$ cat src/design/kicker_pkg.sv
/* kicker board glue package
   memory map, register bits, widths and mixer gain */
`default_nettype none

package kicker_pkg;

    // bus widths
    localparam int addr_w = 16;
    localparam int data_w = 8;

    // sound widths, both signed
    localparam int snd_w = 11;
    localparam int mix_w = 16;

    // addr[15:14] value of the low 16 KB, anything else is ROM
    localparam logic [1:0] rom_base_bits = 2'b00;

    // 2 KB pages, addr[13:11]
    localparam logic [2:0] io_page      = 3'd0;
    localparam logic [2:0] tidata2_page = 3'd1;
    localparam logic [2:0] tidata1_page = 3'd2;
    localparam logic [2:0] color_page   = 3'd3;
    localparam logic [2:0] vscr_page    = 3'd4;
    localparam logic [2:0] obj2_page    = 3'd5;
    localparam logic [2:0] obj1_page    = 3'd6;
    localparam logic [2:0] vram_page    = 3'd7;

    // I/O page split, addr[10:8]
    localparam logic [2:0] iow_sub     = 3'd0; // 1 was the watchdog
    localparam logic [2:0] intshow_sub = 3'd2;
    localparam logic [2:0] ti2_sub     = 3'd3;
    localparam logic [2:0] ti1_sub     = 3'd4;
    localparam logic [2:0] dip2_sub    = 3'd5;
    localparam logic [2:0] dip3_sub    = 3'd6;
    localparam logic [2:0] ior_sub     = 3'd7;

    // control register bits
    localparam int ctl_flip_bit = 0;
    localparam int ctl_nmi_bit  = 1;
    localparam int ctl_irq_bit  = 2;

    // tone amplitude per attenuation step
    localparam int amp_step = 32;

    // mixer gain 1.5 = 3 >> 1
    localparam int mix_gain_num   = 3;
    localparam int mix_gain_shift = 1;

endpackage

`default_nettype wire

$ cat src/design/kicker_decode.sv
/* kicker address decoder
   turns 6809 bus cycles into chip selects */
`timescale 1ns/1ns
`default_nettype none

module kicker_decode (
    input  wire [kicker_pkg::addr_w-1:0] addr,
    input  wire                          rnw,
    input  wire                          vma,
    output logic                         rom_cs,
    output logic                         iow_cs,
    output logic                         intshow_cs,
    output logic                         ti1_cs,
    output logic                         ti2_cs,
    output logic                         dip2_cs,
    output logic                         dip3_cs,
    output logic                         ior_cs,
    output logic                         tidata1_cs,
    output logic                         tidata2_cs,
    output logic                         color_cs,
    output logic                         vscr_cs,
    output logic                         obj1_cs,
    output logic                         obj2_cs,
    output logic                         vram_cs
);
    import kicker_pkg::*;

    logic low_area;

    assign low_area = vma && (addr[15:14] == rom_base_bits);
    assign rom_cs   = vma && rnw && (addr[15:14] != rom_base_bits); // 4000-ffff, reads only

    always_comb begin
        iow_cs     = 1'b0;
        intshow_cs = 1'b0;
        ti1_cs     = 1'b0;
        ti2_cs     = 1'b0;
        dip2_cs    = 1'b0;
        dip3_cs    = 1'b0;
        ior_cs     = 1'b0;
        tidata1_cs = 1'b0;
        tidata2_cs = 1'b0;
        color_cs   = 1'b0;
        vscr_cs    = 1'b0;
        obj1_cs    = 1'b0;
        obj2_cs    = 1'b0;
        vram_cs    = 1'b0;
        if (low_area) begin
            case (addr[13:11])
                io_page: begin
                    case (addr[10:8])
                        iow_sub:     iow_cs     = 1'b1;
                        intshow_sub: intshow_cs = 1'b1;
                        ti2_sub:     ti2_cs     = 1'b1;
                        ti1_sub:     ti1_cs     = 1'b1;
                        dip2_sub:    dip2_cs    = 1'b1;
                        dip3_sub:    dip3_cs    = 1'b1;
                        ior_sub:     ior_cs     = 1'b1;
                        default: ; // unused slot
                    endcase
                end
                tidata2_page: tidata2_cs = 1'b1;
                tidata1_page: tidata1_cs = 1'b1;
                color_page:   color_cs   = 1'b1;
                vscr_page:    vscr_cs    = 1'b1; // vertical scroll
                obj2_page:    obj2_cs    = 1'b1;
                obj1_page:    obj1_cs    = 1'b1;
                vram_page:    vram_cs    = 1'b1;
            endcase
        end
    end

endmodule

`default_nettype wire

$ cat src/design/kicker_readback.sv
/* kicker read-back
   cabinet byte formatting and registered CPU read mux */
`timescale 1ns/1ns
`default_nettype none

module kicker_readback (
    input  wire                          clk,
    input  wire                          rst,
    input  wire [1:0]                    addr,
    input  wire                          rom_cs,
    input  wire                          vram_cs,
    input  wire                          intshow_cs,
    input  wire                          obj1_cs,
    input  wire                          obj2_cs,
    input  wire                          ior_cs,
    input  wire                          dip2_cs,
    input  wire                          dip3_cs,
    input  wire [kicker_pkg::data_w-1:0] rom_data,
    input  wire [kicker_pkg::data_w-1:0] vram_dout,
    input  wire [kicker_pkg::data_w-1:0] vscr_dout,
    input  wire [kicker_pkg::data_w-1:0] obj_dout,
    input  wire [1:0]                    start_button,
    input  wire [1:0]                    coin_input,
    input  wire [5:0]                    joystick1,
    input  wire [5:0]                    joystick2,
    input  wire                          service,
    input  wire [kicker_pkg::data_w-1:0] dipsw_a,
    input  wire [kicker_pkg::data_w-1:0] dipsw_b,
    input  wire [3:0]                    dipsw_c,
    output logic [kicker_pkg::data_w-1:0] cpu_din
);
    import kicker_pkg::*;

    logic [data_w-1:0] cabinet;

    // joystick bits are swapped in pairs on the board
    always_comb begin
        case (addr)
            2'd0: cabinet = {3'b111, start_button, service, coin_input};
            2'd1: cabinet = {2'b11, joystick1[5:4], joystick1[2], joystick1[3],
                             joystick1[0], joystick1[1]};
            2'd2: cabinet = {2'b11, joystick2[5:4], joystick2[2], joystick2[3],
                             joystick2[0], joystick2[1]};
            default: cabinet = dipsw_a;
        endcase
    end

    always_ff @(posedge clk or posedge rst) begin
        if (rst) begin
            cpu_din <= 8'hff;
        end else begin
            if (rom_cs)
                cpu_din <= rom_data;
            else if (vram_cs)
                cpu_din <= vram_dout;
            else if (intshow_cs)
                cpu_din <= vscr_dout; // raster count from the scroll chip
            else if (obj1_cs || obj2_cs)
                cpu_din <= obj_dout;
            else if (ior_cs)
                cpu_din <= cabinet;
            else if (dip2_cs)
                cpu_din <= dipsw_b;
            else if (dip3_cs)
                cpu_din <= {4'hf, dipsw_c};
            else
                cpu_din <= 8'hff; // open bus
        end
    end

endmodule

`default_nettype wire

$ cat src/design/kicker_irq.sv
/* kicker interrupt control
   control and palette registers, edge triggered IRQ and NMI */
`timescale 1ns/1ns
`default_nettype none

module kicker_irq (
    input  wire                          clk,
    input  wire                          rst,
    input  wire                          cpu_cen,
    input  wire                          rnw,
    input  wire                          iow_cs,
    input  wire                          color_cs,
    input  wire [kicker_pkg::data_w-1:0] cpu_dout,
    input  wire                          lvbl,
    input  wire                          v16,
    input  wire                          dip_pause,
    output logic                         flip,
    output logic [2:0]                   pal_sel,
    output logic                         irq_n,
    output logic                         nmi_n
);
    import kicker_pkg::*;

    logic irq_clrn, nmi_clrn;
    logic irq_trig, nmi_trig;
    logic irq_prev, nmi_prev;
    logic irq_q, nmi_q;

    assign irq_trig = ~lvbl & dip_pause; // vblank start, unless paused
    assign nmi_trig = v16;

    // control and palette writes
    always_ff @(posedge clk or posedge rst) begin
        if (rst) begin
            flip     <= 1'b0;
            irq_clrn <= 1'b0;
            nmi_clrn <= 1'b0;
            pal_sel  <= 3'd0;
        end else if (cpu_cen && !rnw) begin
            if (iow_cs) begin
                flip     <= cpu_dout[ctl_flip_bit];
                nmi_clrn <= cpu_dout[ctl_nmi_bit];
                irq_clrn <= cpu_dout[ctl_irq_bit];
            end
            if (color_cs)
                pal_sel <= cpu_dout[2:0];
        end
    end

    always_ff @(posedge clk or posedge rst) begin
        if (rst) begin
            irq_prev <= 1'b0;
            nmi_prev <= 1'b0;
            irq_q    <= 1'b0;
            nmi_q    <= 1'b0;
        end else begin
            irq_prev <= irq_trig;
            nmi_prev <= nmi_trig;
            // clear bit low holds the flip-flop off
            if (!irq_clrn)
                irq_q <= 1'b0;
            else if (irq_trig && !irq_prev)
                irq_q <= 1'b1;
            if (!nmi_clrn)
                nmi_q <= 1'b0;
            else if (nmi_trig && !nmi_prev)
                nmi_q <= 1'b1;
        end
    end

    assign irq_n = ~irq_q;
    assign nmi_n = ~nmi_q;

endmodule

`default_nettype wire

$ cat src/design/kicker_psg.sv
/* kicker tone chip
   one square channel with period and attenuation registers */
`timescale 1ns/1ns
`default_nettype none

module kicker_psg (
    input  wire                                clk,
    input  wire                                rst,
    input  wire                                clk_en,
    input  wire                                wr,
    input  wire [kicker_pkg::data_w-1:0]       din,
    output logic signed [kicker_pkg::snd_w-1:0] sound
);
    import kicker_pkg::*;

    logic [9:0]              period;
    logic [9:0]              cnt;
    logic [3:0]              att;
    logic                    phase;
    logic signed [snd_w-1:0] amp;

    // register writes
    always_ff @(posedge clk or posedge rst) begin
        if (rst) begin
            period <= 10'd0;
            att    <= 4'hf; // silent
        end else if (clk_en && wr) begin
            if (din[7]) begin
                case (din[6:4])
                    3'd0:    period[3:0] <= din[3:0];
                    3'd1:    att         <= din[3:0];
                    default: ; // noise and other channels not built
                endcase
            end else begin
                period[9:4] <= din[5:0];
            end
        end
    end

    // half period of exactly `period` enables, 0 wraps to 1024
    always_ff @(posedge clk or posedge rst) begin
        if (rst) begin
            cnt   <= 10'd0;
            phase <= 1'b0;
        end else if (clk_en) begin
            if (cnt == 10'd0) begin
                cnt   <= period - 10'd1;
                phase <= ~phase;
            end else begin
                cnt <= cnt - 10'd1;
            end
        end
    end

    assign amp   = snd_w'((4'd15 - att) * amp_step);
    assign sound = phase ? amp : -amp;

endmodule

`default_nettype wire

$ cat src/design/kicker_sound.sv
/* kicker sound
   data latches, two tone chips and the gain mixer */
`timescale 1ns/1ns
`default_nettype none

module kicker_sound (
    input  wire                                 clk,
    input  wire                                 rst,
    input  wire                                 ti1_cen,
    input  wire                                 ti2_cen,
    input  wire                                 ti1_cs,
    input  wire                                 ti2_cs,
    input  wire                                 tidata1_cs,
    input  wire                                 tidata2_cs,
    input  wire [kicker_pkg::data_w-1:0]        cpu_dout,
    output logic signed [kicker_pkg::mix_w-1:0] snd,
    output logic                                sample
);
    import kicker_pkg::*;

    logic [data_w-1:0]       ti1_data, ti2_data;
    logic signed [snd_w-1:0] ti1_snd, ti2_snd;
    logic signed [mix_w-1:0] sum;

    // latches load whenever selected, no cpu_cen
    always_ff @(posedge clk) begin
        if (tidata1_cs)
            ti1_data <= cpu_dout;
        if (tidata2_cs)
            ti2_data <= cpu_dout;
    end

    kicker_psg u_ti1 (
        .clk    (clk),
        .rst    (rst),
        .clk_en (ti1_cen),
        .wr     (ti1_cs),
        .din    (ti1_data),
        .sound  (ti1_snd)
    );

    kicker_psg u_ti2 (
        .clk    (clk),
        .rst    (rst),
        .clk_en (ti2_cen),
        .wr     (ti2_cs),
        .din    (ti2_data),
        .sound  (ti2_snd)
    );

    assign sum = mix_w'(ti1_snd) + mix_w'(ti2_snd); // sign extended

    // 1.5 gain cannot overflow 16 bits
    always_ff @(posedge clk or posedge rst) begin
        if (rst)
            snd <= '0;
        else if (ti1_cen)
            snd <= mix_w'((sum * mix_gain_num) >>> mix_gain_shift);
    end

    assign sample = ti1_cen;

endmodule

`default_nettype wire

$ cat src/design/kicker_main.sv
/* kicker main board glue
   decoder, read-back, interrupt control and sound */
`timescale 1ns/1ns
`default_nettype none

module kicker_main (
    input  wire                                 clk,
    input  wire                                 rst,
    input  wire                                 cpu_cen,
    input  wire                                 ti1_cen,
    input  wire                                 ti2_cen,
    // CPU bus
    input  wire [kicker_pkg::addr_w-1:0]        addr,
    input  wire                                 rnw,
    input  wire                                 vma,
    input  wire [kicker_pkg::data_w-1:0]        cpu_dout,
    output logic [kicker_pkg::data_w-1:0]       cpu_din,
    output logic                                irq_n,
    output logic                                nmi_n,
    // ROM and video
    output logic                                rom_cs,
    input  wire [kicker_pkg::data_w-1:0]        rom_data,
    output logic                                vscr_cs,
    output logic                                vram_cs,
    output logic                                obj1_cs,
    output logic                                obj2_cs,
    input  wire [kicker_pkg::data_w-1:0]        vram_dout,
    input  wire [kicker_pkg::data_w-1:0]        vscr_dout,
    input  wire [kicker_pkg::data_w-1:0]        obj_dout,
    output logic [2:0]                          pal_sel,
    output logic                                flip,
    input  wire                                 lvbl,
    input  wire                                 v16,
    // cabinet
    input  wire [1:0]                           start_button,
    input  wire [1:0]                           coin_input,
    input  wire [5:0]                           joystick1,
    input  wire [5:0]                           joystick2,
    input  wire                                 service,
    input  wire                                 dip_pause,
    input  wire [kicker_pkg::data_w-1:0]        dipsw_a,
    input  wire [kicker_pkg::data_w-1:0]        dipsw_b,
    input  wire [3:0]                           dipsw_c,
    // sound
    output logic signed [kicker_pkg::mix_w-1:0] snd,
    output logic                                sample
);

    logic iow_cs, intshow_cs, ti1_cs, ti2_cs;
    logic dip2_cs, dip3_cs, ior_cs;
    logic tidata1_cs, tidata2_cs, color_cs;

    kicker_decode u_decode (
        .addr       (addr),
        .rnw        (rnw),
        .vma        (vma),
        .rom_cs     (rom_cs),
        .iow_cs     (iow_cs),
        .intshow_cs (intshow_cs),
        .ti1_cs     (ti1_cs),
        .ti2_cs     (ti2_cs),
        .dip2_cs    (dip2_cs),
        .dip3_cs    (dip3_cs),
        .ior_cs     (ior_cs),
        .tidata1_cs (tidata1_cs),
        .tidata2_cs (tidata2_cs),
        .color_cs   (color_cs),
        .vscr_cs    (vscr_cs),
        .obj1_cs    (obj1_cs),
        .obj2_cs    (obj2_cs),
        .vram_cs    (vram_cs)
    );

    kicker_readback u_readback (
        .clk          (clk),
        .rst          (rst),
        .addr         (addr[1:0]),
        .rom_cs       (rom_cs),
        .vram_cs      (vram_cs),
        .intshow_cs   (intshow_cs),
        .obj1_cs      (obj1_cs),
        .obj2_cs      (obj2_cs),
        .ior_cs       (ior_cs),
        .dip2_cs      (dip2_cs),
        .dip3_cs      (dip3_cs),
        .rom_data     (rom_data),
        .vram_dout    (vram_dout),
        .vscr_dout    (vscr_dout),
        .obj_dout     (obj_dout),
        .start_button (start_button),
        .coin_input   (coin_input),
        .joystick1    (joystick1),
        .joystick2    (joystick2),
        .service      (service),
        .dipsw_a      (dipsw_a),
        .dipsw_b      (dipsw_b),
        .dipsw_c      (dipsw_c),
        .cpu_din      (cpu_din)
    );

    kicker_irq u_irq (
        .clk       (clk),
        .rst       (rst),
        .cpu_cen   (cpu_cen),
        .rnw       (rnw),
        .iow_cs    (iow_cs),
        .color_cs  (color_cs),
        .cpu_dout  (cpu_dout),
        .lvbl      (lvbl),
        .v16       (v16),
        .dip_pause (dip_pause),
        .flip      (flip),
        .pal_sel   (pal_sel),
        .irq_n     (irq_n),
        .nmi_n     (nmi_n)
    );

    kicker_sound u_sound (
        .clk        (clk),
        .rst        (rst),
        .ti1_cen    (ti1_cen),
        .ti2_cen    (ti2_cen),
        .ti1_cs     (ti1_cs),
        .ti2_cs     (ti2_cs),
        .tidata1_cs (tidata1_cs),
        .tidata2_cs (tidata2_cs),
        .cpu_dout   (cpu_dout),
        .snd        (snd),
        .sample     (sample)
    );

endmodule

`default_nettype wire

$ cat config.mk
export PLATFORM = sky130hd
export DESIGN_NAME = kicker_main
export DESIGN_NICKNAME = d
export VERILOG_FILES = /design/src/design/kicker_pkg.sv /design/src/design/kicker_decode.sv /design/src/design/kicker_readback.sv /design/src/design/kicker_irq.sv /design/src/design/kicker_psg.sv /design/src/design/kicker_sound.sv /design/src/design/kicker_main.sv
export SDC_FILE = /design/constraint.sdc
export NUM_CORES = 1
export LEC_CHECK = 0
export BUFFER_PORTS_ARGS = -buffer_cell sky130_fd_sc_hd__buf_2
export CORE_ASPECT_RATIO = 1.25
export CORE_MARGIN = 4
export CORE_UTILIZATION = 54
export CTS_CLUSTER_DIAMETER = 100
export CTS_CLUSTER_SIZE = 12
export DETAILED_ROUTE_END_ITERATION = 7
export MAX_ROUTING_LAYER = met4
export PLACE_DENSITY = 0.89
export SLEW_MARGIN = 15
export SYNTH_ARGS = -nofsm -noshare
export SYNTH_HDL_FRONTEND = slang
export SYNTH_SLANG_ARGS = --single-unit
$ cat constraint.sdc
create_clock -name clk -period 4.08 [get_ports clk]
set_input_delay 0.612 -clock clk [delete_from_list [all_inputs] [get_ports clk]]
set_output_delay 0.612 -clock clk [all_outputs]
set_load 0.03 [all_outputs]
## Word level (Yosys, flattened, before mapping)

Index checks and enable logic that the tools add are counted.

- Register bits: 100
- Input port bits: 103
- Output and inout bits: 36
- Word-level logic and storage cells: 141

- Add/sub/neg operators: 9
- $mul: 1
- Equality and inequality tests: 19
- Mux-type cells: 51
- Bitwise gates (word level): 8
- Reductions and logical operators: 31

Operator list:

| kind | count |
|---|---|
| two-way mux 8 bit | 6 |
| subtractor 10 x 1 -> 10 bit, second input constant | 4 |
| two-way mux 1 bit | 39 |
| == test 3 bit, second input constant | 8 |
| one-hot mux 8 bit (3 select lines) | 1 |
| two-way mux 11 bit | 2 |
| negator 10 -> 11 bit | 2 |
| logical NOT 10 bit | 2 |
| two-way mux 10 bit | 2 |
| multiplier 12 x 3 -> 15 bit, second input constant | 1 |
| adder 11 x 11 -> 12 bit | 1 |
| == test 3 x 2 -> 1 bit, second input constant | 4 |
| logical NOT 3 bit | 4 |
| AND reduction 2 bit | 6 |
| AND reduction 3 bit | 4 |
| subtractor 4 x 4 -> 5 bit, first input constant | 2 |
| == test 3 x 1 -> 1 bit, second input constant | 3 |
| logical AND 1 bit | 8 |
| NOT 1 bit | 7 |
| logical NOT 2 bit | 2 |
| two-way mux 4 bit | 1 |
| != test 2 bit, second input constant | 2 |
| logical NOT 1 bit | 3 |
| == test 2 x 1 -> 1 bit, second input constant | 1 |
| other kinds (4) | 4 |

## Depth between registers and ports, before layout

Gate-level depths: netlist (run 1).

- Depth after elaboration: 11
- Gate-level depth with buffers: 16
- Depth with buffers taken out: 16

## Cells and area by module

From an unflattened synthesis (run 1), not the netlist that was laid out.

- Cell total of the unflattened synthesis: 652
- Area total of the unflattened synthesis: 6,605.1 um^2

By module, submodules not included:

| module | times used | cells an instance | area an instance (um^2) | sequential area each (um^2) |
|---|---|---|---|---|
| kicker_psg | 2 | 150 | 1,516.5 | 630.6 |
| kicker_sound | 1 | 202 | 2,182.1 | 830.8 |
| kicker_readback | 1 | 99 | 843.3 | 210.2 |
| kicker_irq | 1 | 26 | 379.1 | 250.2 |
| kicker_decode | 1 | 25 | 167.7 | 0.0 |

## Worst setup path after synthesis (run 1)

Ideal clock, no wire load.

- Path type: register -> register
- Start point: reg u_sound.u_ti2.att[0]
- End point: reg u_sound.snd[14] (netlist bit)
- Library setup time: 0.125 ns
- Data arrival time: 3.256 ns
- Required time: 3.955 ns
- Slack: 0.700 ns
- Stages on the path, launching flop included: 17
- Path buffers: 0
- Clock period less this slack: 3.380 ns
- Cells stage by stage: dfstp_2 -> ha_1 -> inv_1 -> mux2i_1 -> ha_1 -> a21o_1 -> a21oi_1 -> o21bai_1 -> a21oi_1 -> xnor2_1 -> ha_1 -> ha_1 -> o21ai_0 -> o21ai_0 -> o211ai_1 -> xnor2_1 -> mux2_2

- Word-level cells in the longest chain between the ends: 5

Ends and longest elaborated chain:

| what | RTL line | RTL |
|---|---|---|
| from (decl) | kicker_psg.sv:18 | `logic [3:0] att;` |
| from (signal assigned) | kicker_psg.sv:31 | `3'd1: att <= din[3:0];` |
| subtractor 4 x 4 -> 5 bit * | kicker_psg.sv:55 | `assign amp = snd_w'((4'd15 - att) * amp_step);` |
| negator 10 -> 11 bit | kicker_psg.sv:56 | `assign sound = phase ? amp : -amp;` |
| two-way mux 11 bit * | kicker_psg.sv:56 |  |
| adder 11 x 11 -> 12 bit * | kicker_sound.sv:51 | `assign sum = mix_w'(ti1_snd) + mix_w'(ti2_snd);` |
| multiplier 12 x 3 -> 15 bit * | kicker_sound.sv:58 | `snd <= mix_w'((sum * mix_gain_num) >>> mix_gain_shift);` |
| to (signal assigned) | kicker_sound.sv:58 |  |
| to (decl) | kicker_sound.sv:16 | `output logic signed [kicker_pkg::mix_w-1:0] snd,` |

Mark *: on every way between the ends. The rest lies on a longest branch, timed or not.
A chain may end at the register's enable or synchronous reset.

## Worst setup path after layout (run 1)

Ends and elaborated chain as after synthesis.

==> metrics.yaml, run 1 <==
status: "finished clean"
layout-drive-gt1-share_pct: 36.23
core_um2: 9709
layout_commonest_cell: "buf_2"
drv_slew: 0
yosys.area.top_type: "dfrtp_1"
clkTransAtPathRegs_ps: 70
cts_num_sinks: 94
max_freq_mhz: 259.9
yosysSeqAreaShare_pct: 45.38
startpoint: "u_sound.u_ti2.att[0]$_DFFE_PP1P_"
fin_util_pct: 66.40
r2r_end: "u_sound.snd[14]$_DFFE_PP0P_"
timing.slew.headroom_pct: 42.94
fp.dieH_um: 119.8
drt-wirelength-per-cell_um: 19.15
gp_congestion: 0.9289
mostFrequentLayoutCells: "128 x buf_2, 62 x dfrtp_1, 45 x mux2_2, 27 x nor2_1"
power_w: 0.003272
critPathKind: "reg -> reg"
dieWidth_um: 97.48
dpl.hpwl_um: 11030
cts_hold_buffers: 0
drt_iter0_markers: 322
p_per_area_nw_per_um2: 507.4
p_leak_nw: 2.884
hold_viol: 0
antenna_cells_inserted: 0
start_kind: "register"
grt_usage_pct: 25.25
syn_area_per_cell_um2: 10.90
drc: 0
worst_pin_slew_ps: 851.2
arrival_ps: 4070
synth_area_leaders: "dfrtp_1 29%, mux2_2 9.4%, edfxtp_1 8.9%, dfstp_2 7.8%, ha_1 5.1%"
antenna_found_initial: 0
post_drt_via_cell_ratio: 6.134
synth_top_area_share_pct: 28.71
ir_drop_mv: 0.2346
synth_ff_type: "dfrtp_1"
area_growth_syn_to_layout_pct: 19.31
vias: 4582
hold_class: "in -> reg"
yosys_warnings: 0
fin_nets: 743
num_rows: 40
rsz0062_at_grt: "no"
synthArstFlopShare_pct: 82.98
grt_pass1_wl_um: 22930
post_cts.repair.setup_buffers: 0
crit_path_end_kind: "register"
cts_made_buffers: 9
ff2ff_setup_slack_ps: 230
first_global_vias: 4713
cts_root_buf: "clkbuf_16"
cap_violations: 0
synth_cell_types: 69
h-tree-depth: 3
routed_wl_um: 14310
tns_ps: 0
synth_edf_count: 16
die_area_um2: 11680
setup_viol: 0
worstPathMaxFanout: 5
io_buffers: 128
cts_tree: "done"
cts_max_path_buffers: 2
start_util_pct: 55.66
skew_ps: 6.095
rr_startpoint: "u_sound.u_ti2.att[0]$_DFFE_PP1P_"
netlist_instances: 496
clock_latency_ps: 340
grt_overflow_total: 0
cp.required_ps: 4300
grt_max_degree: 39
ys_ff_latch: 94
ioPinCount: 139
final.min_clock_period_ps: 3847
r2r_cells: 16
ant_nets: 0
critPathCapture: "u_sound.snd[14]$_DFFE_PP0P_"
drtPass1Iterations: 5
holdWs_ps: 390.5
fin_crit_sh_pct: 94.30
syn_area_um2: 5404
==> logic make-up (layout without fill, tap and decap cells) <==
kind of cell | Yosys count | in the layout | share of synthesized area (%)
other | 1 | 4 | 0.06939
AND/OR/NAND/NOR | 135 | 135 | 14.59
XOR/XNOR | 16 | 16 | 2.593
adder cells (fa/ha/maj) | 24 | 24 | 5.835
flip-flops | 94 | 94 | 45.38
AO/OA/AOI/OAI | 121 | 121 | 15.00
multiplexers | 56 | 56 | 12.57
buffers and inverters | 49 | 171 | 3.959
==> per-layer routing <==
layer | up-vias | GRT usage [%] | part of all wire (%)
li1 | 2107 | - | -
met1 | 2185 | 29.57 | 38
met2 | 249 | 42.67 | 51
met3 | 41 | 3.895 | 6.6
met4 | 0 | 12.03 | 4.3
met5 | - | - | 0
==> registers in the layout, indices dropped and copies added, names as in the netlist <==
register	cells
u_sound.snd	10
u_sound.u_ti1.cnt	10
u_sound.u_ti1.period	10
u_sound.u_ti2.cnt	10
u_sound.u_ti2.period	10
u_readback.cpu_din	8
u_sound.ti1_data	8
u_sound.ti2_data	8
u_sound.u_ti1.att	4
u_sound.u_ti2.att	4
u_irq.pal_sel	3
u_irq.flip	1
u_irq.irq_clrn	1
u_irq.irq_prev	1
u_irq.irq_q	1
u_irq.nmi_clrn	1
u_irq.nmi_prev	1
u_irq.nmi_q	1
u_sound.u_ti1.phase	1
u_sound.u_ti2.phase	1
==> cell usage after synthesis, types with 3 or more instances <==
| cell type | n |
|---|---|
| dfrtp_1 | 62 |
| o21ai_0 | 24 |
| nor2b_1 | 6 |
| o221ai_1 | 7 |
| a21oi_1 | 23 |
| mux2i_1 | 6 |
| buf_2 | 3 |
| o31ai_1 | 5 |
| xnor2_1 | 14 |
| dfstp_2 | 16 |
| ha_1 | 22 |
| a211oi_1 | 6 |
| inv_1 | 25 |
| o21a_1 | 3 |
| buf_4 | 7 |
| nand3_1 | 7 |
| a21o_1 | 9 |
| or3_1 | 10 |
| mux4_2 | 5 |
| or4_1 | 4 |
| nand2b_1 | 6 |
| nor2_1 | 27 |
| nand4_1 | 5 |
| mux2_2 | 45 |
| nand2_1 | 23 |
| a31oi_1 | 10 |
| o22ai_1 | 7 |
| edfxtp_1 | 16 |
| nor3_1 | 12 |
| nor4_1 | 8 |
| nand4b_1 | 5 |
| o211ai_1 | 4 |
| clkbuf_1 | 12 |
| or2_2 | 4 |
==> area by class of cell <==
class                      instances  area (µm²)
sequential                        94        2452
fill                             699        3262
clock buffer                      12       256.5
multi-input combinational        356        2753
tap                              126       157.7
timing repair buffer             130       655.6
clock inverter                     4       78.83
inverter                          25       93.84
==> critical path, cell delays in order, from the launching register on <==
cell	delay, ps
dfstp_2	570
ha_1	240
inv_1	60
mux2i_1	80
ha_1	320
a21o_1	210
a21oi_2	210
o21bai_1	120
a21oi_1	200
xnor2_1	210
ha_1	300
ha_1	310
o21ai_0	160
o21ai_0	220
o211ai_1	130
xnor2_1	140
mux2_2	270
==> power breakdown <==
group	internal, W	switching (W)
combinational	0.000472	0.000625
sequential	0.00111	0.000140
clock	0.000575	0.000354
==> worst min-delay path by stage <==
stage                                from                  endpoint  slack (ps)  cells past startpoint
2_1_floorplan  u_irq.irq_clrn$_DFFE_PP0P_   u_irq.irq_q$_DFFE_PP0P_         450                      1
3_3_place_gp   u_irq.irq_clrn$_DFFE_PP0P_   u_irq.irq_q$_DFFE_PP0P_         460                      1
3_5_place_dp   u_irq.irq_clrn$_DFFE_PP0P_   u_irq.irq_q$_DFFE_PP0P_         480                      1
4_1_cts                               v16  u_irq.nmi_prev$_DFF_PP0_         380                      1
5_1_grt                               v16  u_irq.nmi_prev$_DFF_PP0_         380                      1
6_report                              v16  u_irq.nmi_prev$_DFF_PP0_         390                      1
==> per-stage QoR <==
| step | cell area [µm²] | std cells | worst slack, ps |
|---|---|---|---|
| final | 6447 | 747 | 232.7 |
| after global routing | 6447 | 747 | 21.09 |
| after CTS | 6444 | 747 | 192.2 |
| after detailed placement | 6108 | 731 | 340.7 |
| after global placement | 6108 | 731 | 505.2 |
| after floorplan | 5415 | 499 | 699.6 |
==> timing repair <==
action	in CTS	in global routing
setup endpoints to repair	0	1
resized for setup	0	1
endpoints found under the hold margin	0	0
Power figures use the tool's default switching activity.
==> inputs of run 2 (changes only) <==
--- a/config.mk
+++ b/config.mk
@@ -13,8 +13,9 @@
 export CTS_CLUSTER_SIZE = 12
 export DETAILED_ROUTE_END_ITERATION = 7
 export MAX_ROUTING_LAYER = met4
-export PLACE_DENSITY = 0.89
+export PLACE_DENSITY = 0.87
 export SLEW_MARGIN = 15
 export SYNTH_ARGS = -nofsm -noshare
 export SYNTH_HDL_FRONTEND = slang
+export SYNTH_HIERARCHICAL = 1
 export SYNTH_SLANG_ARGS = --single-unit
==> constraint.sdc (replaced) <==
create_clock -name clk -period 4.08 [get_ports clk]
set_input_delay 0.408 -clock clk [delete_from_list [all_inputs] [get_ports clk]]
set_output_delay 0.408 -clock clk [all_outputs]
set_load 0.03 [all_outputs]
==> metrics.yaml, run 2 <==
synth_cell_types: 78
yosys_warnings: 6
syn_area_per_cell_um2: 10.13
synthArstFlopShare_pct: 83.67
holdWs_ps: 107.3
critPathKind: "reg -> reg"
clkTransAtPathRegs_ps: 80
worstPathMaxFanout: 5
first_global_vias: 5553
arrival_ps: 4110
cts_root_buf: "clkbuf_16"
mostFrequentLayoutCells: "132 x buf_2, 66 x dfrtp_1, 44 x mux2_2, 36 x nor2_1, 36 x ha_1"
fp.dieH_um: 131.7
rr_startpoint: "u_sound/u_ti1/att[1]$_DFFE_PP1P_"
tns_ps: 0
drc: 0
place_area_um2: 7273
cts_num_sinks: 98
yosysMostFrequentCell: "dfrtp_1"
max_freq_mhz: 257.2
h-tree-depth: 3
gp_congestion: 0.9705
cts_max_path_buffers: 2
layout_commonest_cell: "buf_2"
r2r_cells: 16
dieWidth_um: 106.9
die_area_um2: 14080
final.fill_count: 968
yosysSeqAreaShare_pct: 38.64
syn_area_um2: 6605
ioPinCount: 139
r2r_end: "u_sound/snd[11]$_DFFE_PP0P_"
drtPass1Iterations: 4
cp_cell_sequence: "ha_1 -> inv_1 -> mux2i_1 -> ha_1 -> or3_1 -> o21ai_0 -> a21oi_1 -> xor2_1 -> ha_1 -> ha_1 -> a21oi_2 -> o21a_1 -> a31oi_4 -> a21o_2 -> a211oi_1 -> o22ai_1"
timing.slew.headroom_pct: 38.87
power_w: 0.004542
ir_drop_mv: 0.5470
path_common_cell: "ha_1"
grt_pass1_wl_um: 25680
grt_overflow_total: 0
rsz0062_at_grt: "no"
synth_ff_type: "dfrtp_1"
io_buffers: 132
dr_wl_met2_um: 8047
largest_reg_flops: 14
synth_top_area_share_pct: 25.00
drv_slew: 0
yosys.area.top_type: "dfrtp_1"
p_per_area_nw_per_um2: 598.0
start_util_pct: 56.06
grt_max_degree: 38
fin_util_pct: 64.46
synth_edf_count: 16
num_rows: 44
crit_path_end_kind: "register"
setup_viol: 0
clock_latency_ps: 350
cap_violations: 0
post_drt_via_cell_ratio: 5.912
final_area_um2: 7595
worst_pin_slew_ps: 904.3
routed_wl_um: 15550
drt_iter0_markers: 440
startpoint: "u_sound/u_ti1/att[1]$_DFFE_PP1P_"
hold_class: "in -> async"
highest_layer: "met4"
post_cts.repair.setup_buffers: 0
area_growth_syn_to_layout_pct: 14.98
antenna_found_initial: 0
cts_made_buffers: 9
vias: 5528
dpl.hpwl_um: 12240
grt_usage_pct: 23.06
cts_tree: "done"
hold_viol: 0
cpPeakStageDelay_ps: 570
fin_crit_sh_pct: 95.31
fin_nets: 910
max_flop_register: "u_sound/snd"
start_kind: "register"
core_um2: 11780
synth_area_leaders: "dfrtp_1 25%, mux2_2 7.5%, edfxtp_1 7.3%, ha_1 6.8%, dfstp_2 6.4%"
netlist_instances: 652
worst_path_max_delay_cell: "dfstp_2"
final.min_clock_period_ps: 3889
cp.required_ps: 4300
wl_met3_um: 706
drt-wirelength-per-cell_um: 16.63
antenna_cells_inserted: 0
layout-drive-gt1-share_pct: 31.01
ff2ff_setup_slack_ps: 190
ys_ff_latch: 98
status: "finished clean"
synth_commonest_cells: "66 x dfrtp_1, 44 x mux2_2, 36 x ha_1, 36 x nor2_1, 33 x inv_1"
p_leak_nw: 3.381
m1WireLength_um: 6210
skew_ps: 8.302
ant_nets: 0
==> run 2: cell count changes in the layout (fill, tap and decap cells not counted), sizes merged, moves of 8 or more <==
cell,change
nand2,+8
mux2i,+8
inv,+12
nor4,+11
nand2b,+14
nor2b,+9
ha,+14
==> run 2: cell families (layout without fill, tap and decap cells) <==
family / after synthesis / in the layout / share of synthesized area, %
adders and majority gates: 38 / 38 / 7.426
DFF: 98 / 98 / 38.64
xor gates and xnor gates: 24 / 24 / 3.182
AOI/OAI and AO/OA: 145 / 145 / 15.78
buffers and inverters: 70 / 184 / 5.607
and+or+nand+nor: 215 / 215 / 19.06
other: 2 / 10 / 0.1137
muxes: 60 / 60 / 10.19
==> run 2: worst max path at each step <==
| stage | to | slack [ps] |
|---|---|---|
| 2_1_floorplan | u_sound/snd[13]$_DFFE_PP0P_ | 430 |
| 3_3_place_gp | u_sound/snd[13]$_DFFE_PP0P_ | 260 |
| 3_5_place_dp | u_sound/snd[13]$_DFFE_PP0P_ | 180 |
| 4_1_cts | u_sound/snd[13]$_DFFE_PP0P_ | 120 |
| 5_1_grt | u_sound/snd[12]$_DFFE_PP0P_ | 2 |
| 6_report | u_sound/snd[11]$_DFFE_PP0P_ | 190 |
==> run 2: routing by layer <==
| metal | GRT usage (%) | vias to the layer above |
|---|---|---|
| met1 | 25.81 | 2634 |
| met2 | 40.44 | 192 |
| li1 | - | 2661 |
| met3 | 2.944 | 41 |
| met4 | 10.73 | 0 |
| met5 | - | - |
==> run 2: critical path: cells and delay by family (launching register included) <==
| family | cells | cell delay, ps |
|---|---|---|
| buffers and inverters | 1 | 60 |
| AND/OR/NAND/NOR | 1 | 310 |
| multiplexers | 1 | 80 |
| flip-flops | 1 | 570 |
| adder cells (fa/ha/maj) | 4 | 1220 |
| XOR/XNOR | 1 | 210 |
| AO/OA/AOI/OAI | 8 | 1320 |
==> run 2: stage by stage <==
| stage | cells | setup slack (ps) |
|---|---|---|
| 6_report | 935 | 191.5 |
| 5_1_grt | 935 | 2.045 |
| 4_1_cts | 935 | 120.0 |
| 3_5_place_dp | 919 | 175.8 |
| 3_3_place_gp | 919 | 255.6 |
| 2_1_floorplan | 660 | 426.3 |
==> run 2: layout make-up <==
class | instances | area, µm² | area share (%)
Inverter | 33 | 123.9 | 1.631
Clock buffer | 9 | 225.2 | 2.965
Clock inverter | 7 | 76.32 | 1.005
Tap cell | 161 | 201.4 | 2.652
Multi-Input combinational cell | 492 | 3732 | 49.14
Timing Repair Buffer | 135 | 683.2 | 8.995
Sequential cell | 98 | 2552 | 33.61
==> run 2: repair_timing <==
action / in CTS / in global routing
hold buffers: 0 / 0
gates resized for setup: 0 / 5
endpoints found under the setup margin: 0 / 3
==> run 2: report_power, final <==
| group | leakage, nW | switching, W | internal (W) |
|---|---|---|---|
| clock network | 0.149 | 0.000419 | 0.000438 |
| registers | 1.16 | 0.000185 | 0.00119 |
| logic | 2.07 | 0.00132 | 0.000990 |
